[src/hw/mipsPkg.sv]
`default_nettype none

package mipsPkg;

  localparam int dataWidth = 32;
  localparam int imemDepth = 64;
  localparam int dmemDepth = 64;

  typedef logic [dataWidth-1:0] wordT;
  typedef logic [4:0] regAddrT;
  typedef logic [$clog2(imemDepth)-1:0] memIndexT;

  // only the subset, anything else decodes as a no-op
  typedef enum logic [5:0] {
    opRtype = 6'h00,
    opJ     = 6'h02,
    opBeq   = 6'h04,
    opAddi  = 6'h08,
    opLw    = 6'h23,
    opSw    = 6'h2b
  } opcodeT;

  typedef enum logic [5:0] {
    fnAdd = 6'h20,
    fnSub = 6'h22,
    fnAnd = 6'h24,
    fnOr  = 6'h25,
    fnSlt = 6'h2a
  } functT;

  // bit 2 inverts the b operand for sub and slt
  typedef enum logic [2:0] {
    aluAnd = 3'b000,
    aluOr  = 3'b001,
    aluAdd = 3'b010,
    aluSub = 3'b110,
    aluSlt = 3'b111
  } aluOpT;

  // all zero is a bubble
  typedef struct packed {
    logic  regWrite;
    logic  memToReg;
    logic  memWrite;
    logic  aluSrc;
    logic  regDst;
    aluOpT aluOp;
  } ctrlT;

  typedef struct packed {
    wordT instruction;
    wordT pcPlus4;
  } ifIdT;

  typedef struct packed {
    ctrlT    ctrl;
    wordT    srcA;
    wordT    srcB;
    regAddrT rs;
    regAddrT rt;
    regAddrT rd;
    wordT    signImm;
  } idExT;

  typedef struct packed {
    logic    regWrite;
    logic    memToReg;
    logic    memWrite;
    wordT    aluOut;
    wordT    writeData;
    regAddrT writeReg;
  } exMemT;

  typedef struct packed {
    logic    regWrite;
    logic    memToReg;
    wordT    aluOut;
    wordT    readData;
    regAddrT writeReg;
  } memWbT;

endpackage

`default_nettype wire

[src/hw/hazardIf.sv]
`timescale 1ns/100ps
`default_nettype none

interface hazardIf;
  import mipsPkg::*;

  // decode side
  regAddrT    rsD;
  regAddrT    rtD;
  logic       branchD;
  logic       stallD;
  logic       forwardAD;
  logic       forwardBD;

  // execute side
  regAddrT    rsE;
  regAddrT    rtE;
  regAddrT    writeRegE;
  logic       regWriteE;
  logic       memToRegE;
  logic [1:0] forwardAE;
  logic [1:0] forwardBE;

  // memory and writeback
  regAddrT    writeRegM;
  logic       regWriteM;
  logic       memToRegM;
  regAddrT    writeRegW;
  logic       regWriteW;

  logic       stallF;
  logic       flushE;
  logic       lwStall;

  // decode owns the register file, so it also reports the writeback fields
  modport decode (
    output rsD, rtD, branchD, writeRegW, regWriteW,
    input  stallD, forwardAD, forwardBD
  );

  modport execute (
    output rsE, rtE, writeRegE, regWriteE, memToRegE,
    input  forwardAE, forwardBE
  );

  modport memory (
    output writeRegM, regWriteM, memToRegM
  );

  modport writeback (
    output writeRegW, regWriteW
  );

  modport hazard (
    input  rsD, rtD, branchD, rsE, rtE, writeRegE, regWriteE, memToRegE,
    input  writeRegM, regWriteM, memToRegM, writeRegW, regWriteW,
    output stallF, stallD, flushE, lwStall,
    output forwardAE, forwardBE, forwardAD, forwardBD
  );

endinterface

`default_nettype wire

[src/hw/memoryStage.sv]
`timescale 1ns/100ps
`default_nettype none

module memoryStage (
  input  wire                 clk,
  input  wire mipsPkg::exMemT exMem,
  hazardIf.memory             hz,
  output mipsPkg::memWbT      memWb,
  output logic                memWrite,
  output mipsPkg::wordT       memAddr,
  output mipsPkg::wordT       memWriteData
);
  import mipsPkg::*;

  wordT                         dmem [dmemDepth];
  logic [$clog2(dmemDepth)-1:0] dmemIndex;

  // word addressed, byte offset ignored
  assign dmemIndex = exMem.aluOut[$clog2(dmemDepth)+1:2];

  always_ff @(posedge clk)
  begin
    if (exMem.memWrite)
    begin
      dmem[dmemIndex] <= exMem.writeData;
    end
  end

  assign memWrite     = exMem.memWrite;
  assign memAddr      = exMem.aluOut;
  assign memWriteData = exMem.writeData;

  assign memWb.regWrite = exMem.regWrite;
  assign memWb.memToReg = exMem.memToReg;
  assign memWb.aluOut   = exMem.aluOut;
  assign memWb.readData = dmem[dmemIndex];
  assign memWb.writeReg = exMem.writeReg;

  assign hz.writeRegM = exMem.writeReg;
  assign hz.regWriteM = exMem.regWrite;
  assign hz.memToRegM = exMem.memToReg;

endmodule

`default_nettype wire

[src/flat_wrapper.sv]
// flat-port wrapper written by rule: the top's interface ports become plain ports
module memoryStage_flat import mipsPkg::*;
  (clk, exMem, memWb, memWrite, memAddr, memWriteData, hz_writeRegM, hz_regWriteM, hz_memToRegM);
  hazardIf hz_i ();
  input  wire clk;
  input  wire mipsPkg::exMemT exMem;
  output mipsPkg::memWbT memWb;
  output logic memWrite;
  output mipsPkg::wordT memAddr;
  output mipsPkg::wordT memWriteData;
  output wire logic [$bits(hz_i.writeRegM)-1:0] hz_writeRegM;
  output wire logic [$bits(hz_i.regWriteM)-1:0] hz_regWriteM;
  output wire logic [$bits(hz_i.memToRegM)-1:0] hz_memToRegM;
  assign hz_writeRegM = hz_i.writeRegM;
  assign hz_regWriteM = hz_i.regWriteM;
  assign hz_memToRegM = hz_i.memToRegM;
  memoryStage u_core (.clk(clk), .exMem(exMem), .hz(hz_i), .memWb(memWb), .memWrite(memWrite), .memAddr(memAddr), .memWriteData(memWriteData));
endmodule
[config.mk]
export PLATFORM = sky130hd
export DESIGN_NAME = memoryStage_flat
export DESIGN_NICKNAME = d
export VERILOG_FILES = /design/src/hw/mipsPkg.sv /design/src/hw/hazardIf.sv /design/src/hw/memoryStage.sv /design/src/flat_wrapper.sv
export SDC_FILE = /design/constraint.sdc
export NUM_CORES = 2
export LEC_CHECK = 0
export ABC_AREA = 0
export BUFFER_PORTS_ARGS = -buffer_cell sky130_fd_sc_hd__buf_2
export CORE_MARGIN = 4
export CORE_UTILIZATION = 45
export CTS_CLUSTER_SIZE = 24
export DETAILED_ROUTE_END_ITERATION = 8
export HOLD_SLACK_MARGIN = 0.12
export PLACE_DENSITY = 0.58
export REMOVE_ABC_BUFFERS = 1
export SYNTH_ARGS = -nofsm -noshare
export SYNTH_HDL_FRONTEND = slang
export SYNTH_SLANG_ARGS = --single-unit
[constraint.sdc]
create_clock -name clk -period 3.9 [get_ports clk]
set_input_delay 0 -clock clk [delete_from_list [all_inputs] [get_ports clk]]
set_output_delay 0 -clock clk [all_outputs]
set_load 0.02 [all_outputs]
==> impl_metrics.py <==
metrics = {
    "status": {
        "run_status": "complete, no violations",
    },
    "floorplan": {
        "initial_core_util": 0.453,
        "die_height_um": 427,
        "io_pins": 216,
        "die_x_um": 427,
        "rows": 153,
        "coreArea_um2": 174000,
        "dieArea_um2": 182000,
    },
    "cts": {
        "cts_buffer_depth": 3,
        "cts-buffers-inserted": 204,
        "cts-resized-gates": 0,
        "h-tree-depth": 4,
        "clk_pin_slew_ps": 60,
        "post-cts-setup-buffers": 0,
        "tritoncts": "done",
        "clkSinkCount": 2048,
        "cts_root_buffer": "clkbuf_16",
    },
    "yosys": {
        "yosysTopAreaCell": "edfxtp_1",
        "syn_area_um2": 78900,
        "synth.avg_cell_area_um2": 17.4,
        "ys_types": 53,
        "synth_area_leaders": "edfxtp_1, a221oi_1, a22oi_1",
        "yosysWarnings": 0,
        "synth_edf_count": 2048,
        "async_flop_share": 0,
        "syn_inst": 4523,
        "yosys.cell_count.top_type": "edfxtp_1",
        "netlist_top_cells_count": "edfxtp_1, a221oi_1, a22oi_1",
        "ys_seq_area_frac": 0.779,
        "ys_ff_latch": 2048,
        "synth_top_cell_area_share": 0.779,
        "synth-main-ff-cell": "edfxtp_1",
    },
    "layout": {
        "largestRegisters": "u_core.dmem: 2048 flops",
        "final-seq-area_um2": 61500,
        "fillers": 14100,
        "final_layout_size_suffix_gt1_frac": 0.181,
        "syn_to_final_growth_pct": 14.7,
        "regMostFlops": "u_core.dmem",
        "fin_nets": 4800,
        "postLayoutCoreUtil": 0.520,
        "multi_input_area_um2": 15600,
        "largest_reg_flops": 2048,
    },
    "route": {
        "avgViaCountPerCell": 6.26,
        "firstDrtPassIters": 5,
        "drc": 0,
        "vias": 45100,
        "wirelength_mm": 231,
        "avgRoutedWirePerCell_um": 32.0,
        "antenna_left": 0,
        "drt_iter0_markers": 5786,
    },
    "global_route": {
        "grt_max_degree": 121,
        "first_global_vias": 44500,
        "grt_pass1_wl_mm": 330,
        "grt_overflow_total": 0,
        "antenna_found_initial": 2,
        "gr-usage-all-layers": 0.250,
    },
    "critical_path": {
        "cp_max_fo": 1,
        "crit_start": "u_core.dmem[9][27]",
        "path_class": "flop to output port",
        "crit_chain": "a221oi_1 > nor2_1 > o21ai_0 > o211ai_1 > or4_1 > buf_2",
        "cpMaxStageDelayCell": "or4_1",
        "cp-end-kind": "output port",
        "required_ps": 3900,
        "cp-start-kind": "flop",
        "critPathArrivalTime_ps": 3820,
        "critPathMaxStageDelay_ps": 730,
    },
    "timing": {
        "final_hold_viol_count": 0,
        "setup_ws_ps": 77.6,
        "slew_headroom": 0.127,
        "fmax_mhz": 262,
        "min_period_ps": 3820,
        "finalCritPeriodShare": 0.980,
        "worst_pin_slew_ps": 1310,
        "setup_tns_ps": 0,
        "maxSlewViolCount": 0,
        "hold-worst-slack_ps": 193,
        "finalSetupViolations": 0,
        "grt_setup_unrepaired": "false",
    },
    "power": {
        "seq_power_share": 0.527,
        "p_sw_w": 0.0104,
        "power.density_nw_per_um2": 512,
        "peakVddDrop_v": 0.000414,
        "clkPwrFrac": 0.413,
        "swShare": 0.224,
        "p_total_w": 0.0464,
        "comb_power_share": 0.061,
        "p_int_w": 0.0360,
        "cellLeakagePower_nw": 28.6,
    },
    "placed_design": {
        "gp_congestion": 0.837,
        "place_hpwl_mm": 135,
        "numPortBuffers": 116,
        "place_ws_ps": 482,
    },
    "hold_path": {
        "hold_path.class": "input pin to flop",
        "worstHoldStart": "exMem[18]",
    },
    "flow_run": {
        "drv_cap": 0,
    },
}
==> repair_timing <==
item / 4_1_cts / 5_1_grt
endpoints found under the setup margin: 0 / 0
hold endpoints to repair: 2133 / 0
hold buffers: 71 / 0
==> worst max-delay path, delay by kind of cell (launching register included) <==
family | cells | cell delay [ps]
flops | 1 | 430
simple gates | 2 | 830
buf+inv | 1 | 240
compound gates | 3 | 1460
==> final cells by class <==
class	count	share of cell area
Antenna cell	2	0.0000553
Clock buffer	241	0.0582
Clock inverter	126	0.0134
Inverter	2	0.000166
Multi-Input combinational cell	2024	0.172
Sequential cell	2048	0.679
Tap cell	2325	0.0321
Timing Repair Buffer	447	0.0443
==> path summary, 6_finish.rpt <==
kind	endpoint	slack, ps	cells past startpoint
setup / recovery	memWb[32]	80	6
hold / removal	u_core.dmem[18][13]	190	2
==> kinds of logic after synthesis <==
family | after synthesis | synth area share
compound gates | 1250 | 0.115
mux | 320 | 0.0501
buf+inv | 451 | 0.0298
flops | 2048 | 0.779
simple gates | 454 | 0.0259
==> power by group through the flow <==
stage                     Sequential (W)  Combinational [W]  Clock (W)
after floorplan                   0.0249            0.00109          0
after global placement            0.0249            0.00267          0
after detailed placement          0.0249            0.00269          0
after CTS                         0.0244            0.00282     0.0194
after global routing              0.0244            0.00297     0.0203
final                             0.0244            0.00281     0.0191
==> metrics by stage <==
stage,std cells,cell area (um2)
after floorplan,4074,76600
after global placement,6775,83300
after detailed placement,6775,83300
after CTS,7213,90500
after global routing,7213,90500
final,7215,90500
==> layout by cell type, fill, tap and decap left out, types with 6 or more instances in the layout <==
master,count
buf_2,113
edfxtp_1,2048
a221o_1,16
a21oi_1,148
nor2_4,67
mux4_2,52
dlygate4sd3_1,71
o221ai_1,17
bufinv_16,17
o211a_1,12
a22oi_1,270
clkbuf_1,36
buf_12,59
o21ai_0,188
or2_2,6
buf_4,201
or4_1,19
o22ai_1,102
or3_1,17
a211o_1,12
mux2_2,82
nand4_1,26
o211ai_1,19
o22a_1,25
nand3_1,7
clkinv_1,47
a22o_1,61
nand2_1,90
clkbuf_16,205
nor2_1,148
a221oi_1,322
a211oi_1,27
nor3_1,45
o21bai_1,12
mux2i_1,186
clkinv_2,41
==> layer usage <==
layer,up-vias,share of wire,GRT usage
li1,19000,-,-
met1,23700,0.42,0.359
met2,2092,0.47,0.395
met3,331,0.072,0.0367
met4,0,0.033,0.0831
met5,-,0,0.00134
Power figures use the tool's default switching activity.
