### src/hw/mipsPkg.sv
`default_nettype none

package mipsPkg;

  localparam int dataWidth = 32;
  localparam int imemDepth = 64;
  localparam int dmemDepth = 64;

  typedef logic [dataWidth-1:0] wordT;
  typedef logic [4:0] regAddrT;
  typedef logic [$clog2(imemDepth)-1:0] memIndexT;

  // only the subset, anything else decodes as a no-op
  typedef enum logic [5:0] {
    opRtype = 6'h00,
    opJ     = 6'h02,
    opBeq   = 6'h04,
    opAddi  = 6'h08,
    opLw    = 6'h23,
    opSw    = 6'h2b
  } opcodeT;

  typedef enum logic [5:0] {
    fnAdd = 6'h20,
    fnSub = 6'h22,
    fnAnd = 6'h24,
    fnOr  = 6'h25,
    fnSlt = 6'h2a
  } functT;

  // bit 2 inverts the b operand for sub and slt
  typedef enum logic [2:0] {
    aluAnd = 3'b000,
    aluOr  = 3'b001,
    aluAdd = 3'b010,
    aluSub = 3'b110,
    aluSlt = 3'b111
  } aluOpT;

  // all zero is a bubble
  typedef struct packed {
    logic  regWrite;
    logic  memToReg;
    logic  memWrite;
    logic  aluSrc;
    logic  regDst;
    aluOpT aluOp;
  } ctrlT;

  typedef struct packed {
    wordT instruction;
    wordT pcPlus4;
  } ifIdT;

  typedef struct packed {
    ctrlT    ctrl;
    wordT    srcA;
    wordT    srcB;
    regAddrT rs;
    regAddrT rt;
    regAddrT rd;
    wordT    signImm;
  } idExT;

  typedef struct packed {
    logic    regWrite;
    logic    memToReg;
    logic    memWrite;
    wordT    aluOut;
    wordT    writeData;
    regAddrT writeReg;
  } exMemT;

  typedef struct packed {
    logic    regWrite;
    logic    memToReg;
    wordT    aluOut;
    wordT    readData;
    regAddrT writeReg;
  } memWbT;

endpackage

`default_nettype wire

### src/hw/hazardIf.sv
`timescale 1ns/100ps
`default_nettype none

interface hazardIf;
  import mipsPkg::*;

  // decode side
  regAddrT    rsD;
  regAddrT    rtD;
  logic       branchD;
  logic       stallD;
  logic       forwardAD;
  logic       forwardBD;

  // execute side
  regAddrT    rsE;
  regAddrT    rtE;
  regAddrT    writeRegE;
  logic       regWriteE;
  logic       memToRegE;
  logic [1:0] forwardAE;
  logic [1:0] forwardBE;

  // memory and writeback
  regAddrT    writeRegM;
  logic       regWriteM;
  logic       memToRegM;
  regAddrT    writeRegW;
  logic       regWriteW;

  logic       stallF;
  logic       flushE;
  logic       lwStall;

  // decode owns the register file, so it also reports the writeback fields
  modport decode (
    output rsD, rtD, branchD, writeRegW, regWriteW,
    input  stallD, forwardAD, forwardBD
  );

  modport execute (
    output rsE, rtE, writeRegE, regWriteE, memToRegE,
    input  forwardAE, forwardBE
  );

  modport memory (
    output writeRegM, regWriteM, memToRegM
  );

  modport writeback (
    output writeRegW, regWriteW
  );

  modport hazard (
    input  rsD, rtD, branchD, rsE, rtE, writeRegE, regWriteE, memToRegE,
    input  writeRegM, regWriteM, memToRegM, writeRegW, regWriteW,
    output stallF, stallD, flushE, lwStall,
    output forwardAE, forwardBE, forwardAD, forwardBD
  );

endinterface

`default_nettype wire

### src/hw/hazardUnit.sv
`timescale 1ns/100ps
`default_nettype none

module hazardUnit (
  hazardIf.hazard hz
);
  import mipsPkg::*;

  logic loadUseStall;
  logic branchStall;

  // memory has priority, register 0 is never forwarded
  function automatic logic [1:0] forwardSel(input regAddrT src);
    if (src != '0 && hz.regWriteM && src == hz.writeRegM)
      return 2'b10;
    else if (src != '0 && hz.regWriteW && src == hz.writeRegW)
      return 2'b01;
    else
      return 2'b00;
  endfunction

  always_comb
  begin
    hz.forwardAE = forwardSel(hz.rsE);
    hz.forwardBE = forwardSel(hz.rtE);
  end

  // decode compare only takes the ALU result from memory
  assign hz.forwardAD = (hz.rsD != '0) && hz.regWriteM && (hz.rsD == hz.writeRegM);
  assign hz.forwardBD = (hz.rtD != '0) && hz.regWriteM && (hz.rtD == hz.writeRegM);

  assign loadUseStall = hz.memToRegE &&
                        ((hz.writeRegE == hz.rsD) || (hz.writeRegE == hz.rtD));

  // beq operands not ready yet: ALU result still in execute, or a load in memory
  assign branchStall = hz.branchD &&
                       ((hz.regWriteE &&
                         ((hz.writeRegE == hz.rsD) || (hz.writeRegE == hz.rtD))) ||
                        (hz.memToRegM &&
                         ((hz.writeRegM == hz.rsD) || (hz.writeRegM == hz.rtD))));

  assign hz.stallF  = loadUseStall || branchStall;
  assign hz.stallD  = loadUseStall || branchStall;
  assign hz.flushE  = loadUseStall || branchStall;
  assign hz.lwStall = loadUseStall;

endmodule

`default_nettype wire

### src/flat_wrapper.sv
// flat-port wrapper written by rule: the top's interface ports become plain ports
module hazardUnit_flat import mipsPkg::*;
  (hz_rsD, hz_rtD, hz_branchD, hz_rsE, hz_rtE, hz_writeRegE, hz_regWriteE, hz_memToRegE, hz_writeRegM, hz_regWriteM, hz_memToRegM, hz_writeRegW, hz_regWriteW, hz_stallF, hz_stallD, hz_flushE, hz_lwStall, hz_forwardAE, hz_forwardBE, hz_forwardAD, hz_forwardBD);
  hazardIf hz_i ();
  input wire logic [$bits(hz_i.rsD)-1:0] hz_rsD;
  input wire logic [$bits(hz_i.rtD)-1:0] hz_rtD;
  input wire logic [$bits(hz_i.branchD)-1:0] hz_branchD;
  input wire logic [$bits(hz_i.rsE)-1:0] hz_rsE;
  input wire logic [$bits(hz_i.rtE)-1:0] hz_rtE;
  input wire logic [$bits(hz_i.writeRegE)-1:0] hz_writeRegE;
  input wire logic [$bits(hz_i.regWriteE)-1:0] hz_regWriteE;
  input wire logic [$bits(hz_i.memToRegE)-1:0] hz_memToRegE;
  input wire logic [$bits(hz_i.writeRegM)-1:0] hz_writeRegM;
  input wire logic [$bits(hz_i.regWriteM)-1:0] hz_regWriteM;
  input wire logic [$bits(hz_i.memToRegM)-1:0] hz_memToRegM;
  input wire logic [$bits(hz_i.writeRegW)-1:0] hz_writeRegW;
  input wire logic [$bits(hz_i.regWriteW)-1:0] hz_regWriteW;
  output wire logic [$bits(hz_i.stallF)-1:0] hz_stallF;
  output wire logic [$bits(hz_i.stallD)-1:0] hz_stallD;
  output wire logic [$bits(hz_i.flushE)-1:0] hz_flushE;
  output wire logic [$bits(hz_i.lwStall)-1:0] hz_lwStall;
  output wire logic [$bits(hz_i.forwardAE)-1:0] hz_forwardAE;
  output wire logic [$bits(hz_i.forwardBE)-1:0] hz_forwardBE;
  output wire logic [$bits(hz_i.forwardAD)-1:0] hz_forwardAD;
  output wire logic [$bits(hz_i.forwardBD)-1:0] hz_forwardBD;
  assign hz_i.rsD = hz_rsD;
  assign hz_i.rtD = hz_rtD;
  assign hz_i.branchD = hz_branchD;
  assign hz_i.rsE = hz_rsE;
  assign hz_i.rtE = hz_rtE;
  assign hz_i.writeRegE = hz_writeRegE;
  assign hz_i.regWriteE = hz_regWriteE;
  assign hz_i.memToRegE = hz_memToRegE;
  assign hz_i.writeRegM = hz_writeRegM;
  assign hz_i.regWriteM = hz_regWriteM;
  assign hz_i.memToRegM = hz_memToRegM;
  assign hz_i.writeRegW = hz_writeRegW;
  assign hz_i.regWriteW = hz_regWriteW;
  assign hz_stallF = hz_i.stallF;
  assign hz_stallD = hz_i.stallD;
  assign hz_flushE = hz_i.flushE;
  assign hz_lwStall = hz_i.lwStall;
  assign hz_forwardAE = hz_i.forwardAE;
  assign hz_forwardBE = hz_i.forwardBE;
  assign hz_forwardAD = hz_i.forwardAD;
  assign hz_forwardBD = hz_i.forwardBD;
  hazardUnit u_core (.hz(hz_i));
endmodule
### config.mk
export PLATFORM = sky130hd
export DESIGN_NAME = hazardUnit_flat
export DESIGN_NICKNAME = d
export VERILOG_FILES = /design/src/hw/mipsPkg.sv /design/src/hw/hazardIf.sv /design/src/hw/hazardUnit.sv /design/src/flat_wrapper.sv
export SDC_FILE = /design/constraint.sdc
export NUM_CORES = 1
export LEC_CHECK = 0
export BUFFER_PORTS_ARGS = -buffer_cell sky130_fd_sc_hd__buf_2
export CORE_MARGIN = 2
export CORE_UTILIZATION = 44
export DETAILED_ROUTE_END_ITERATION = 10
export PLACE_DENSITY = 0.95
export SLEW_MARGIN = 25
export SYNTH_ARGS = -nofsm -noshare
export SYNTH_HDL_FRONTEND = slang
export SYNTH_SLANG_ARGS = --single-unit
### constraint.sdc
create_clock -name vclk -period 3.7
set_clock_uncertainty 0.15 [all_clocks]
set_input_delay 0.37 -clock vclk [all_inputs]
set_output_delay 0.37 -clock vclk [all_outputs]
set_load 0.01 [all_outputs]
==> flow_summary.json, run 1 <==
{
  "portBuffers": 51,
  "tns_ns": 0,
  "drc": 0,
  "syn_inst": 78,
  "core_area_um2": 1280,
  "finalSetupViolCount": 0,
  "viasPerCell": 5.30,
  "drive_gt1_share_pct": 46.5,
  "gp_congestion": 0.738,
  "antennaDiodeCount": 0,
  "first_global_vias": 649,
  "ir_worst_vdd_v": 0.0000661,
  "firstDrtPassIters": 4,
  "outcome": "finished clean",
  "syn-mean-instance-area_um2": 7.75,
  "crit_path_start_kind": "input pin",
  "rsz0062_at_grt": "false",
  "p_leak_nw": 0.401,
  "grtUsageTotal_pct": 21.7,
  "dieHeight_um": 41.1,
  "antenna_left": 0,
  "cp_max_fo": 3,
  "wl_per_cell_um": 12.2,
  "grt_pass1_wl_um": 2520,
  "fillers": 110,
  "post-route-period-util_pct": 57.8,
  "cts_hold_buf": 0,
  "worst_pin_slew_ns": 0.320,
  "final_core_util_pct": 67.2,
  "post_cts_buffers": 0,
  "synth_area_leader_cell": "xor2_1",
  "critPathKind": "input pin to output pin",
  "initial_utilization_pct": 47.0,
  "num_rows": 13,
  "place_area_um2": 863,
  "yosysSeqAreaShare_pct": 0,
  "finalInstanceArea_um2": 863,
  "cp.required_ns": 3.18,
  "max_cap_viol_count": 0,
  "ff_latch_area_um2": 0,
  "antenna_found_initial": 0,
  "hp-class": "input pin to output pin",
  "max_freq_mhz": 468,
  "crit_path_end_kind": "output pin",
  "grt_max_degree": 5,
  "flops_and_latches": 0,
  "dieArea_um2": 1690,
  "first_iter_violations": 2,
  "yosys.area.top_type_share_pct": 34.8,
  "vias": 753,
  "slew_headroom_pct": 78.5,
  "area_delta_synth_final_pct": 42.9,
  "synth_cell_types": 16,
  "yosys-top-cells-area": "xor2_1 (35%), xnor2_1 (23%), nor4_2 (8.3%)",
  "die-width_um": 41.1,
  "hold_violations": 0,
  "yosys_warnings": 0,
  "grt-ovfl-total": 0,
  "arrival_ns": 1.62,
  "final_nets": 170,
  "io_pins": 51,
  "syn_nets": 119,
  "powerDensity_nw_per_um2": 111,
  "cts_resized": 0,
  "finalMaxSlewViolations": 0,
  "clock_buffers": 0,
  "syn_area_um2": 604,
  "drt-total-wl_um": 1730,
  "min_period_ns": 2.14
}
cells in the final DEF, fill, tap and decap left out:
cell	Yosys	final
buf_2	0	51
nor2b_1	1	1
o22ai_1	1	1
nor2_1	6	6
nor2_4	2	2
nor3_1	4	4
nand2_1	5	5
nor4_2	4	4
a22oi_1	2	2
a21oi_1	1	1
o21ai_0	2	2
or4_4	2	2
xor2_1	24	24
nand4_1	4	4
or4_1	2	2
xnor2_1	16	16
synthesized netlist by cell type:
cell type	instances
a21oi_1	1
a22oi_1	2
buf_4	2
nand2_1	5
nand4_1	4
nor2_1	6
nor2_4	2
nor2b_1	1
nor3_1	4
nor4_2	4
o21ai_0	2
o22ai_1	1
or4_1	2
or4_4	2
xnor2_1	16
xor2_1	24
power breakdown:
part,internal [mW],switching [mW]
sequential,0,0
clock,0,0
combinational,0.0466,0.0496
metrics by stage:
step	std cells	hold WS [ns]	total power, mW	worst slack (ns)
2_1_floorplan	78	0.693	0.0496	1.75
3_3_place_gp	142	0.907	0.0927	1.58
3_5_place_dp	142	0.915	0.0964	1.56
4_1_cts	142	0.916	0.0967	1.55
5_1_grt	142	0.950	0.106	1.49
6_report	142	0.917	0.0962	1.56
final cells by class:
cell class,count,area [um2],share of cell area (%)
Multi-Input combinational cell,76,589,68.3
Tap cell,15,18.8,2.17
Timing Repair Buffer,51,255,29.6
kinds of logic after synthesis:
kind of cell | count (synthesis) | share of synthesized area [%]
AO/OA/AOI/OAI | 6 | 6.00
XOR/XNOR | 40 | 58.0
buffers and inverters | 2 | 2.48
AND/OR/NAND/NOR | 30 | 33.5
layer usage:
metal	vias up	global-route usage [%]	share of wire, %
li1	368	-	-
met1	334	22.2	40
met2	49	47.7	49
met3	2	0	11
met4	0	2.50	0.81
met5	-	0	0
critical path: stages:
cell and delay (ns):
buf_2 0.12, or4_4 0.54, nor2_4 0.12, nor4_2 0.07
nor4_2 0.23, buf_2 0.16
worst paths after layout:
path / from / to / slack [ns] / cells after the start
worst min-delay path: hz_memToRegE / hz_lwStall / 0.92 / 3
worst max-delay path: hz_rsE[0] / hz_forwardAE[0] / 1.56 / 6
No activity file was read; power rests on OpenSTA's default activity.
==> inputs of run 2 (changes only) <==
--- a/config.mk
+++ b/config.mk
@@ -7,9 +7,9 @@
 export LEC_CHECK = 0
 export BUFFER_PORTS_ARGS = -buffer_cell sky130_fd_sc_hd__buf_2
 export CORE_MARGIN = 2
-export CORE_UTILIZATION = 44
+export CORE_UTILIZATION = 37
 export DETAILED_ROUTE_END_ITERATION = 10
-export PLACE_DENSITY = 0.95
+export PLACE_DENSITY = 0.92
 export SLEW_MARGIN = 25
 export SYNTH_ARGS = -nofsm -noshare
 export SYNTH_HDL_FRONTEND = slang
==> constraint.sdc (replaced) <==
create_clock -name vclk -period 1.87
set_clock_uncertainty 0.15 [all_clocks]
set_input_delay 0.187 -clock vclk [all_inputs]
set_output_delay 0.187 -clock vclk [all_outputs]
set_load 0.01 [all_outputs]
==> flow_summary.json, run 2 (synthesis gave the netlist of run 1 again) <==
{
  "outcome": "finished clean",
  "cts_hold_buf": 0,
  "drive_gt1_share_pct": 46.5,
  "p_leak_nw": 0.401,
  "hold_violations": 0,
  "cts_resized": 0,
  "area_delta_synth_final_pct": 43.1,
  "post_cts_buffers": 0,
  "ff_latch_area_um2": 0,
  "swShare_pct": 51.8,
  "grt-ovfl-total": 0,
  "portBuffers": 51,
  "hp-start": "hz_memToRegE",
  "finalMaxSlewViolations": 0,
  "drc": 0,
  "max_freq_mhz": 552,
  "final_core_util_pct": 56.7,
  "max_cap_viol_count": 0,
  "dieArea_um2": 1970,
  "rsz0062_at_grt": "false",
  "crit_path_start_kind": "input pin",
  "cp_max_fo": 3,
  "min_period_ns": 1.81,
  "crit_path_cell_trace": "buf_2, or4_4, nor2_4, nor4_2, nor4_2, buf_2",
  "antennaDiodeCount": 0,
  "finalSetupViolCount": 0,
  "cp.required_ns": 1.53,
  "grt_max_degree": 5,
  "cp_num_buf_inv": 2,
  "core_area_um2": 1520,
  "crit_path_end_kind": "output pin",
  "setup_ws_ns": 0.0588,
  "crit_slowest_cell": "or4_4",
  "io_pins": 51,
  "dpl.hpwl_um": 1660,
  "clkPwrFrac_pct": 0,
  "gp_congestion": 0.742,
  "antenna_left": 0,
  "first_iter_violations": 5,
  "flops_and_latches": 0,
  "layout_common_cells": "buf_2 (51), xor2_1 (24), xnor2_1 (16)",
  "final_nets": 170,
  "final_common_cell": "buf_2",
  "arrival_ns": 1.47,
  "hold_slack_ns": 0.540,
  "initial_utilization_pct": 39.7,
  "num_rows": 14,
  "p_sw_mw": 0.0993,
  "wl_per_cell_um": 12.5,
  "antenna_found_initial": 0,
  "power_frac_comb_pct": 100.0,
  "first_global_vias": 714,
  "viasPerCell": 5.27,
  "whs_path_depth": 3,
  "worst_pin_slew_ns": 0.302,
  "whs_endpoint": "hz_lwStall",
  "dieHeight_um": 44.4,
  "slew_headroom_pct": 79.7,
  "clock_buffers": 0,
  "hp-class": "input pin to output pin",
  "tns_ns": 0,
  "post-route-period-util_pct": 96.9,
  "firstDrtPassIters": 2,
  "place_worst_setup_slack_ns": 0.0541,
  "ir_worst_vdd_v": 0.000108,
  "seqPwrFrac_pct": 0,
  "cp_top_family": "simple AND/OR/NAND/NOR gates",
  "p_int_mw": 0.0922,
  "max_stage_delay_ns": 0.54,
  "drt-total-wl_um": 1790,
  "powerDensity_nw_per_um2": 221,
  "grt_pass1_wl_um": 2810,
  "critPathKind": "input pin to output pin",
  "grtUsageTotal_pct": 18.4,
  "vias": 754,
  "die-width_um": 44.4
}
==> run 2: layout make-up <==
class	count	area, um2
Fill cell	148	659
Multi-Input combinational cell	76	589
Tap cell	16	20.0
Timing Repair Buffer	51	255
==> run 2: how the worst max path moves through the flow <==
stage                         start               to  slack [ns]  cells past startpoint
final                     hz_rsE[0]  hz_forwardAE[0]        0.06                      6
after floorplan           hz_rsE[0]  hz_forwardAE[0]        0.28                      4
after global routing      hz_rsE[0]  hz_forwardAE[0]        0.03                      6
after global placement    hz_rsE[0]  hz_forwardAE[0]        0.12                      6
after detailed placement  hz_rsE[0]  hz_forwardAE[0]        0.05                      6
after CTS                 hz_rsE[0]  hz_forwardAE[0]        0.05                      6
==> run 2: power groups by stage <==
stage          logic [mW]  registers, mW  clock network (mW)
2_1_floorplan      0.0982              0                   0
5_1_grt             0.210              0                   0
3_5_place_dp        0.192              0                   0
4_1_cts             0.193              0                   0
3_3_place_gp        0.184              0                   0
6_report            0.192              0                   0
==> run 2: stage by stage <==
stage / power [mW] / instance area, um2 / std cells
6_report: 0.192 / 865 / 143
4_1_cts: 0.193 / 865 / 143
2_1_floorplan: 0.0982 / 604 / 78
3_3_place_gp: 0.184 / 865 / 143
5_1_grt: 0.210 / 865 / 143
3_5_place_dp: 0.192 / 865 / 143
==> run 2: layer usage <==
layer	vias to the layer above	GRT usage, %	routed length, um
met5	-	0	0
met4	0	0	0
met3	0	0.816	155
met2	42	40.0	993
met1	342	20.0	637
li1	370	-	-
