--- config.mk ---
export PLATFORM = sky130hd
export DESIGN_NAME = executeStage_flat
export DESIGN_NICKNAME = d
export VERILOG_FILES = /design/src/hw/mipsPkg.sv /design/src/hw/hazardIf.sv /design/src/hw/executeStage.sv /design/src/flat_wrapper.sv
export SDC_FILE = /design/constraint.sdc
export NUM_CORES = 1
export LEC_CHECK = 0
export ABC_AREA = 1
export BUFFER_PORTS_ARGS = -buffer_cell sky130_fd_sc_hd__buf_4
export CAP_MARGIN = 20
export CELL_PAD_IN_SITES_DETAIL_PLACEMENT = 0
export CELL_PAD_IN_SITES_GLOBAL_PLACEMENT = 1
export CORE_MARGIN = 2
export CORE_UTILIZATION = 31
export DETAILED_ROUTE_END_ITERATION = 6
export PLACE_DENSITY_LB_ADDON = 0.1
export SYNTH_ARGS = -nofsm -noshare
export SYNTH_HDL_FRONTEND = slang
export SYNTH_SLANG_ARGS = --single-unit
--- constraint.sdc ---
create_clock -name vclk -period 3.7
set_input_delay 0.555 -clock vclk [all_inputs]
set_output_delay 0.555 -clock vclk [all_outputs]
set_load 0.01 [all_outputs]
--- src/hw/mipsPkg.sv ---
`default_nettype none

package mipsPkg;

  localparam int dataWidth = 32;
  localparam int imemDepth = 64;
  localparam int dmemDepth = 64;

  typedef logic [dataWidth-1:0] wordT;
  typedef logic [4:0] regAddrT;
  typedef logic [$clog2(imemDepth)-1:0] memIndexT;

  // only the subset, anything else decodes as a no-op
  typedef enum logic [5:0] {
    opRtype = 6'h00,
    opJ     = 6'h02,
    opBeq   = 6'h04,
    opAddi  = 6'h08,
    opLw    = 6'h23,
    opSw    = 6'h2b
  } opcodeT;

  typedef enum logic [5:0] {
    fnAdd = 6'h20,
    fnSub = 6'h22,
    fnAnd = 6'h24,
    fnOr  = 6'h25,
    fnSlt = 6'h2a
  } functT;

  // bit 2 inverts the b operand for sub and slt
  typedef enum logic [2:0] {
    aluAnd = 3'b000,
    aluOr  = 3'b001,
    aluAdd = 3'b010,
    aluSub = 3'b110,
    aluSlt = 3'b111
  } aluOpT;

  // all zero is a bubble
  typedef struct packed {
    logic  regWrite;
    logic  memToReg;
    logic  memWrite;
    logic  aluSrc;
    logic  regDst;
    aluOpT aluOp;
  } ctrlT;

  typedef struct packed {
    wordT instruction;
    wordT pcPlus4;
  } ifIdT;

  typedef struct packed {
    ctrlT    ctrl;
    wordT    srcA;
    wordT    srcB;
    regAddrT rs;
    regAddrT rt;
    regAddrT rd;
    wordT    signImm;
  } idExT;

  typedef struct packed {
    logic    regWrite;
    logic    memToReg;
    logic    memWrite;
    wordT    aluOut;
    wordT    writeData;
    regAddrT writeReg;
  } exMemT;

  typedef struct packed {
    logic    regWrite;
    logic    memToReg;
    wordT    aluOut;
    wordT    readData;
    regAddrT writeReg;
  } memWbT;

endpackage

`default_nettype wire

--- src/hw/hazardIf.sv ---
`timescale 1ns/100ps
`default_nettype none

interface hazardIf;
  import mipsPkg::*;

  // decode side
  regAddrT    rsD;
  regAddrT    rtD;
  logic       branchD;
  logic       stallD;
  logic       forwardAD;
  logic       forwardBD;

  // execute side
  regAddrT    rsE;
  regAddrT    rtE;
  regAddrT    writeRegE;
  logic       regWriteE;
  logic       memToRegE;
  logic [1:0] forwardAE;
  logic [1:0] forwardBE;

  // memory and writeback
  regAddrT    writeRegM;
  logic       regWriteM;
  logic       memToRegM;
  regAddrT    writeRegW;
  logic       regWriteW;

  logic       stallF;
  logic       flushE;
  logic       lwStall;

  // decode owns the register file, so it also reports the writeback fields
  modport decode (
    output rsD, rtD, branchD, writeRegW, regWriteW,
    input  stallD, forwardAD, forwardBD
  );

  modport execute (
    output rsE, rtE, writeRegE, regWriteE, memToRegE,
    input  forwardAE, forwardBE
  );

  modport memory (
    output writeRegM, regWriteM, memToRegM
  );

  modport writeback (
    output writeRegW, regWriteW
  );

  modport hazard (
    input  rsD, rtD, branchD, rsE, rtE, writeRegE, regWriteE, memToRegE,
    input  writeRegM, regWriteM, memToRegM, writeRegW, regWriteW,
    output stallF, stallD, flushE, lwStall,
    output forwardAE, forwardBE, forwardAD, forwardBD
  );

endinterface

`default_nettype wire

--- src/hw/executeStage.sv ---
`timescale 1ns/100ps
`default_nettype none

module executeStage (
  input  wire mipsPkg::idExT idEx,
  input  wire mipsPkg::wordT aluOutM,
  input  wire mipsPkg::wordT wbResult,
  hazardIf.execute           hz,
  output mipsPkg::exMemT     exMem
);
  import mipsPkg::*;

  wordT aluA;
  wordT writeDataE;
  wordT aluB;
  wordT aluResult;

  // 10 picks memory, 01 picks writeback
  always_comb
  begin
    case (hz.forwardAE)
      2'b10:   aluA = aluOutM;
      2'b01:   aluA = wbResult;
      default: aluA = idEx.srcA;
    endcase
    case (hz.forwardBE)
      2'b10:   writeDataE = aluOutM;
      2'b01:   writeDataE = wbResult;
      default: writeDataE = idEx.srcB;
    endcase
  end

  assign aluB = idEx.ctrl.aluSrc ? idEx.signImm : writeDataE;

  always_comb
  begin
    case (idEx.ctrl.aluOp)
      aluAnd:  aluResult = aluA & aluB;
      aluOr:   aluResult = aluA | aluB;
      aluAdd:  aluResult = aluA + aluB;
      aluSub:  aluResult = aluA - aluB;
      aluSlt:  aluResult = {31'd0, $signed(aluA) < $signed(aluB)};
      default: aluResult = '0;
    endcase
  end

  assign exMem.regWrite  = idEx.ctrl.regWrite;
  assign exMem.memToReg  = idEx.ctrl.memToReg;
  assign exMem.memWrite  = idEx.ctrl.memWrite;
  assign exMem.aluOut    = aluResult;
  assign exMem.writeData = writeDataE;
  assign exMem.writeReg  = idEx.ctrl.regDst ? idEx.rd : idEx.rt;

  assign hz.rsE       = idEx.rs;
  assign hz.rtE       = idEx.rt;
  assign hz.writeRegE = exMem.writeReg;
  assign hz.regWriteE = idEx.ctrl.regWrite;
  assign hz.memToRegE = idEx.ctrl.memToReg;

endmodule

`default_nettype wire

--- src/flat_wrapper.sv ---
// flat-port wrapper written by rule: the top's interface ports become plain ports
module executeStage_flat import mipsPkg::*;
  (idEx, aluOutM, wbResult, exMem, hz_rsE, hz_rtE, hz_writeRegE, hz_regWriteE, hz_memToRegE, hz_forwardAE, hz_forwardBE);
  hazardIf hz_i ();
  input  wire mipsPkg::idExT idEx;
  input  wire mipsPkg::wordT aluOutM;
  input  wire mipsPkg::wordT wbResult;
  output mipsPkg::exMemT exMem;
  output wire logic [$bits(hz_i.rsE)-1:0] hz_rsE;
  output wire logic [$bits(hz_i.rtE)-1:0] hz_rtE;
  output wire logic [$bits(hz_i.writeRegE)-1:0] hz_writeRegE;
  output wire logic [$bits(hz_i.regWriteE)-1:0] hz_regWriteE;
  output wire logic [$bits(hz_i.memToRegE)-1:0] hz_memToRegE;
  input wire logic [$bits(hz_i.forwardAE)-1:0] hz_forwardAE;
  input wire logic [$bits(hz_i.forwardBE)-1:0] hz_forwardBE;
  assign hz_rsE = hz_i.rsE;
  assign hz_rtE = hz_i.rtE;
  assign hz_writeRegE = hz_i.writeRegE;
  assign hz_regWriteE = hz_i.regWriteE;
  assign hz_memToRegE = hz_i.memToRegE;
  assign hz_i.forwardAE = hz_forwardAE;
  assign hz_i.forwardBE = hz_forwardBE;
  executeStage u_core (.idEx(idEx), .aluOutM(aluOutM), .wbResult(wbResult), .hz(hz_i), .exMem(exMem));
endmodule
==> results of run 1 <==
where the power goes:
group	switching (uW)	internal, uW	total, uW	leakage [uW]
sequential	0	0	0	0
clock	0	0.000109	0.000109	0.0000000190
combinational	2280	1960	4240	0.00810
total	2280	1960	4240	0.00810
final cells by class:
| type | count | area [um2] |
|---|---|---|
| Multi-Input combinational cell | 1149 | 8060 |
| Antenna cell | 3 | 7.51 |
| Tap cell | 330 | 413 |
| Timing Repair Buffer | 614 | 4990 |
| Fill cell | 2574 | 10500 |
| Inverter | 356 | 1350 |
routing by layer:
layer  up-vias  wire (um)  GRT usage (%)
li1       6077          -              -
met1      5606      19000           42.0
met2       535      18800           49.0
met3        85       3580           3.21
met4         0       1480           8.46
met5         -          0              0
kinds of logic after synthesis:
kind of cell,Yosys count,synth area share [%]
buf+inv,433,21.5
mux,5,0.702
simple gates,773,39.9
fa+ha+maj,106,16.7
compound gates,265,21.2
critical path, delay by kind of cell:
| family | cells | cell delay [ns] |
|---|---|---|
| and+or+nand+nor | 7 | 0.97 |
| adders and majority gates | 2 | 0.65 |
| AOI/OAI and AO/OA | 3 | 0.51 |
| buffers and inverters | 7 | 0.68 |
stage by stage:
| stage | area (um2) | hold slack (ns) |
|---|---|---|
| finish | 14800 | 1.11 |
| global route | 14800 | 1.11 |
| CTS | 14100 | 1.11 |
| detailed placement | 12400 | 1.11 |
| global placement | 12400 | 1.11 |
| floorplan | 8030 | 1.20 |
worst max path at each step:
stage | startpoint | to | cells after the start
2_1_floorplan | hz_forwardBE[0] | exMem[47] | 19
3_3_place_gp | hz_forwardBE[0] | exMem[66] | 20
3_5_place_dp | hz_forwardBE[0] | exMem[37] | 22
4_1_cts | hz_forwardBE[1] | exMem[49] | 17
5_1_grt | hz_forwardBE[0] | exMem[66] | 23
6_report | hz_forwardBE[0] | exMem[49] | 19
cells in the final DEF (no fill, tap or decap), types with 22 or more instances in the layout:
master	Yosys	layout
a221o_1	49	49
nor2_2	3	28
nand3_1	125	99
nand2_4	0	22
o21ai_2	0	56
nand2_2	1	77
ha_1	104	64
buf_6	0	26
ha_4	0	32
nor2_1	99	63
o21ai_0	109	24
inv_1	351	319
inv_2	4	32
buf_4	21	568
o22ai_1	22	22
o21ai_1	8	24
nand2_1	494	396
timing repair:
| item | in CTS | in global routing |
|---|---|---|
| hold buffers | 0 | 0 |
| pin swaps | 71 | 56 |
| setup endpoints to repair | 31 | 31 |
| setup buffers | 39 | 17 |
| cloned | 5 | 0 |
| resized for setup | 401 | 170 |
==> run_results.csv, run 1 <==
group,metric,value,unit
status,status,"finished, violations left",
status,violations,"setup timing",
sta,period_needed,3.92,ns
grt,grt_pass1_wl,63.3,mm
synthesis,yosys_warnings,0,
setup_path,cpMaxStageDelayCell,"ha_4",
flow_run,max_cap_violations,0,
detailed_routing,vias,12300,
grt,grt_start_max_net_pins,32,
setup_path,cp.arrival,3.36,ns
sta,final.setup.worst_slack,-0.216,ns
sta,slew_headroom,39.2,%
power_and_ir_drop,power.leakage,0.00810,uW
setup_path,crit_fanout,5,
setup_path,max_stage_delay,0.36,ns
synthesis,ys_seq_area_share,0,%
detailed_routing,via_per_inst,5.02,
placement,place_ws,-0.615,ns
floorplan,initial_core_util,31.7,%
sta,finalSetupViolations,27,
detailed_routing,wire_per_inst,17.5,um
layout,instances_no_fill,2452,
setup_path,worstSetupStartpointType,"input port",
setup_path,crit_path_end_kind,"output pin",
synthesis,syn_area_per_cell,5.07,um2
synthesis,synth_common_cells,"nand2_1 (494), inv_1 (351), nand3_1 (125)",
setup_path,path_cells,"buf_8 > inv_4 > ha_4 > buf_12 > buf_16 > a221o_1 > o21ai_4 > o21ai_4 > ha_4 > inv_4 > nand2_2 > nand2_2 > inv_1 > nand2_2 > nand3b_1 > or2_0 > nand3_1 > nand3b_1 > buf_4",
grt,grt_pass1_vias,11700,
grt,antenna_found_initial,3,
sta,slew_viol_final,0,
sta,fmaxAchievable,0.255,GHz
synthesis,synth_top_area_share,23.1,%
detailed_routing,wl,42.9,mm
floorplan,fp.coreArea,25300,um2
sta,tightest_slew,0.910,ns
floorplan,num_rows,58,
placement,io_buffers,258,
sta,setup_tns,-2.90,ns
layout,seq_area,0,um2
grt,grt_usage,30.1,%
layout,fin_nets,2414,
sta,rsz0062_at_grt,"yes",
layout,final_core_util,58.5,%
layout,drive_gt1_share,46.6,%
placement,dp_hpwl,34.9,mm
power_and_ir_drop,vdd_drop_max,129,uV
hold_path,whs_path_depth,0,
synthesis,syn-cell-area,8020,um2
detailed_routing,ant_nets,0,
hold_path,min_from,"idEx[42]",
placement,gp_congestion,0.990,
setup_path,cp_data_required_time,3.14,ns
synthesis,syn_nets,1875,
floorplan,io_pins,276,
sta,period_share,106,%
synthesis,synth_area_leaders,"nand2_1 (23%), inv_1 (16%), ha_1 (16%)",
hold_path,min_to,"hz_rsE[0]",
layout,design.seq.count,0,
detailed_routing,drt_iter0_markers,998,
grt,grt.overflow.total,0,
power_and_ir_drop,p_per_area,286,nW/um2
placement,dpl.cell_count,2396,
layout,clkbuf_count,0,
synthesis,netlist_instances,1582,
synthesis,synth_cell_type_count,38,
layout,syn_to_final_growth,84.7,%
detailed_routing,drt_pass1_iterations,6,
sta,hold_viol,0,
setup_path,cpMostUsedCell,"nand2_2",
floorplan,fp.dieH,165,um
floorplan,die_area,27200,um2
floorplan,die_w,165,um
detailed_routing,drcViolationCount,0,
hold_path,min_path_type,"input port to output pin",
synthesis,synth_top_cell_by_area,"nand2_1",
synthesis,synth.most_common_cell,"nand2_1",
power_and_ir_drop,p_total,4240,uW
setup_path,worstSetupPathType,"input port to output pin",
(Power assumes the default switching activity.)
==> inputs of run 2 (changes only) <==
--- a/config.mk
+++ b/config.mk
@@ -14,6 +14,7 @@
 export CORE_UTILIZATION = 31
 export DETAILED_ROUTE_END_ITERATION = 6
 export PLACE_DENSITY_LB_ADDON = 0.1
+export SETUP_SLACK_MARGIN = 0.4
 export SYNTH_ARGS = -nofsm -noshare
 export SYNTH_HDL_FRONTEND = slang
 export SYNTH_SLANG_ARGS = --single-unit
==> run_results.csv, run 2 (synthesis results as in run 1) <==
group,metric,value,unit
power_and_ir_drop,switchingPower,2450,uW
hold_path,whs_path_depth,0,
grt,grt_usage,31.3,%
power_and_ir_drop,power.leakage,0.00841,uW
detailed_routing,ant_nets,0,
layout,design.seq.count,0,
flow_run,max_cap_violations,0,
grt,grt_pass1_wl,65.3,mm
sta,final.setup.worst_slack,-0.256,ns
sta,tightest_slew,0.623,ns
detailed_routing,via_per_inst,4.98,
floorplan,die_w,165,um
sta,fmaxAchievable,0.253,GHz
floorplan,io_pins,276,
setup_path,worstSetupStartpointType,"input port",
sta,hold_slack,1.11,ns
power_and_ir_drop,intPower,2130,uW
floorplan,fp.coreArea,25300,um2
sta,rsz0062_at_grt,"yes",
layout,instances_no_fill,2500,
sta,setup_tns,-3.71,ns
sta,period_needed,3.96,ns
sta,finalSetupViolations,28,
power_and_ir_drop,vdd_drop_max,130,uV
power_and_ir_drop,p_per_area,295,nW/um2
layout,fill_cells,2456,
layout,design_area,15500,um2
setup_path,worstSetupPathType,"input port to output pin",
layout,fin_nets,2462,
power_and_ir_drop,seqPwrFrac,0,%
setup_path,cp_data_required_time,3.14,ns
layout,final_cell_mix,"buf_4 (590), nand2_1 (358), inv_1 (314)",
status,violations,"setup timing",
placement,dpl.cell_count,2434,
grt,antenna_found_initial,3,
grt,grt_start_max_net_pins,38,
setup_path,crit_fanout,8,
placement,place_ws,-0.612,ns
layout,clkbuf_count,0,
detailed_routing,wl,44.8,mm
layout,syn_to_final_growth,93.2,%
detailed_routing,vias,12500,
status,status,"finished, violations left",
hold_path,min_to,"hz_rsE[2]",
sta,hold_viol,0,
hold_path,min_path_type,"input port to output pin",
layout,multi_input_area,8360,um2
setup_path,crit_path_end_kind,"output pin",
detailed_routing,wire_per_inst,17.9,um
floorplan,initial_core_util,31.7,%
hold_path,min_from,"idEx[44]",
layout,seq_area,0,um2
placement,dp_hpwl,36.9,mm
placement,io_buffers,258,
power_and_ir_drop,pwr-share-clk,0,%
floorplan,num_rows,58,
sta,slew_viol_final,0,
floorplan,die_area,27200,um2
sta,slew_headroom,58.1,%
floorplan,fp.dieH,165,um
placement,place_area,12800,um2
sta,period_share,107,%
detailed_routing,drt_iter0_markers,848,
detailed_routing,drcViolationCount,0,
power_and_ir_drop,p_comb_share,100.0,%
clocking,cts_hold_buf,0,
placement,gp_congestion,0.982,
detailed_routing,drt_pass1_iterations,6,
grt,grt.overflow.total,0,
layout,drive_gt1_share,50.6,%
grt,grt_pass1_vias,12000,
power_and_ir_drop,sw_frac_of_total,53.5,%
layout,final_common_cell,"buf_4",
setup_path,cp.arrival,3.40,ns
-- run 2: worst max-delay path, cell delays in order --
cell      delay, ns
buf_12         0.09
inv_8          0.03
ha_4           0.37
buf_6          0.16
buf_6          0.12
a21oi_4        0.04
a21oi_4        0.20
o21ai_4        0.11
buf_6          0.14
fa_2           0.37
nand2_2        0.10
nand2_4        0.07
and2_4         0.16
nand2_2        0.05
nand3b_1       0.18
nand2_1        0.14
nand2_1        0.06
nand2_1        0.07
nand3_2        0.07
nand3b_1       0.16
buf_4          0.14
-- run 2: layer usage --
| metal | part of all wire [%] | track usage, % | vias to the layer above |
|---|---|---|---|
| met5 | 0 | 0 | - |
| met2 | 45 | 52.4 | 495 |
| li1 | - | - | 6184 |
| met4 | 3.1 | 7.83 | 0 |
| met3 | 7.1 | 3.39 | 83 |
| met1 | 45 | 42.9 | 5697 |
-- run 2: per-stage QoR --
stage / util (%) / power, uW
floorplan: - / 1710
CTS: 58.2 / 4230
finish: 61.2 / 4570
global placement: 50.6 / 3450
detailed placement: 50.6 / 3470
global route: 61.2 / 4910
-- run 2: final cells by class --
| class | count | area share [%] |
|---|---|---|
| Timing Repair inverter | 1 | 0.0565 |
| Timing Repair Buffer | 661 | 34.5 |
| Multi-Input combinational cell | 1149 | 53.9 |
| Tap cell | 330 | 2.66 |
| Antenna cell | 3 | 0.0484 |
| Inverter | 356 | 8.81 |
-- run 2: worst max path at each step --
stage,startpoint,to
global route,hz_forwardBE[0],exMem[57]
floorplan,hz_forwardBE[1],exMem[47]
global placement,hz_forwardBE[0],exMem[37]
CTS,hz_forwardBE[0],exMem[57]
finish,hz_forwardBE[0],exMem[57]
detailed placement,hz_forwardBE[0],exMem[64]
-- run 2: power by group through the flow --
stage                     clock network [uW]  logic, uW  registers [uW]
after floorplan                            0       1710               0
after global placement                     0       3450               0
after detailed placement                   0       3470               0
after CTS                                  0       4230               0
after global routing                0.000109       4910               0
final                               0.000109       4570               0
-- run 2: repair_timing --
action	in CTS	in global routing
gates resized for setup	457	166
buffers inserted	44	15
endpoints found under the setup margin	32	32
cloned	2	2
pin swaps	111	70
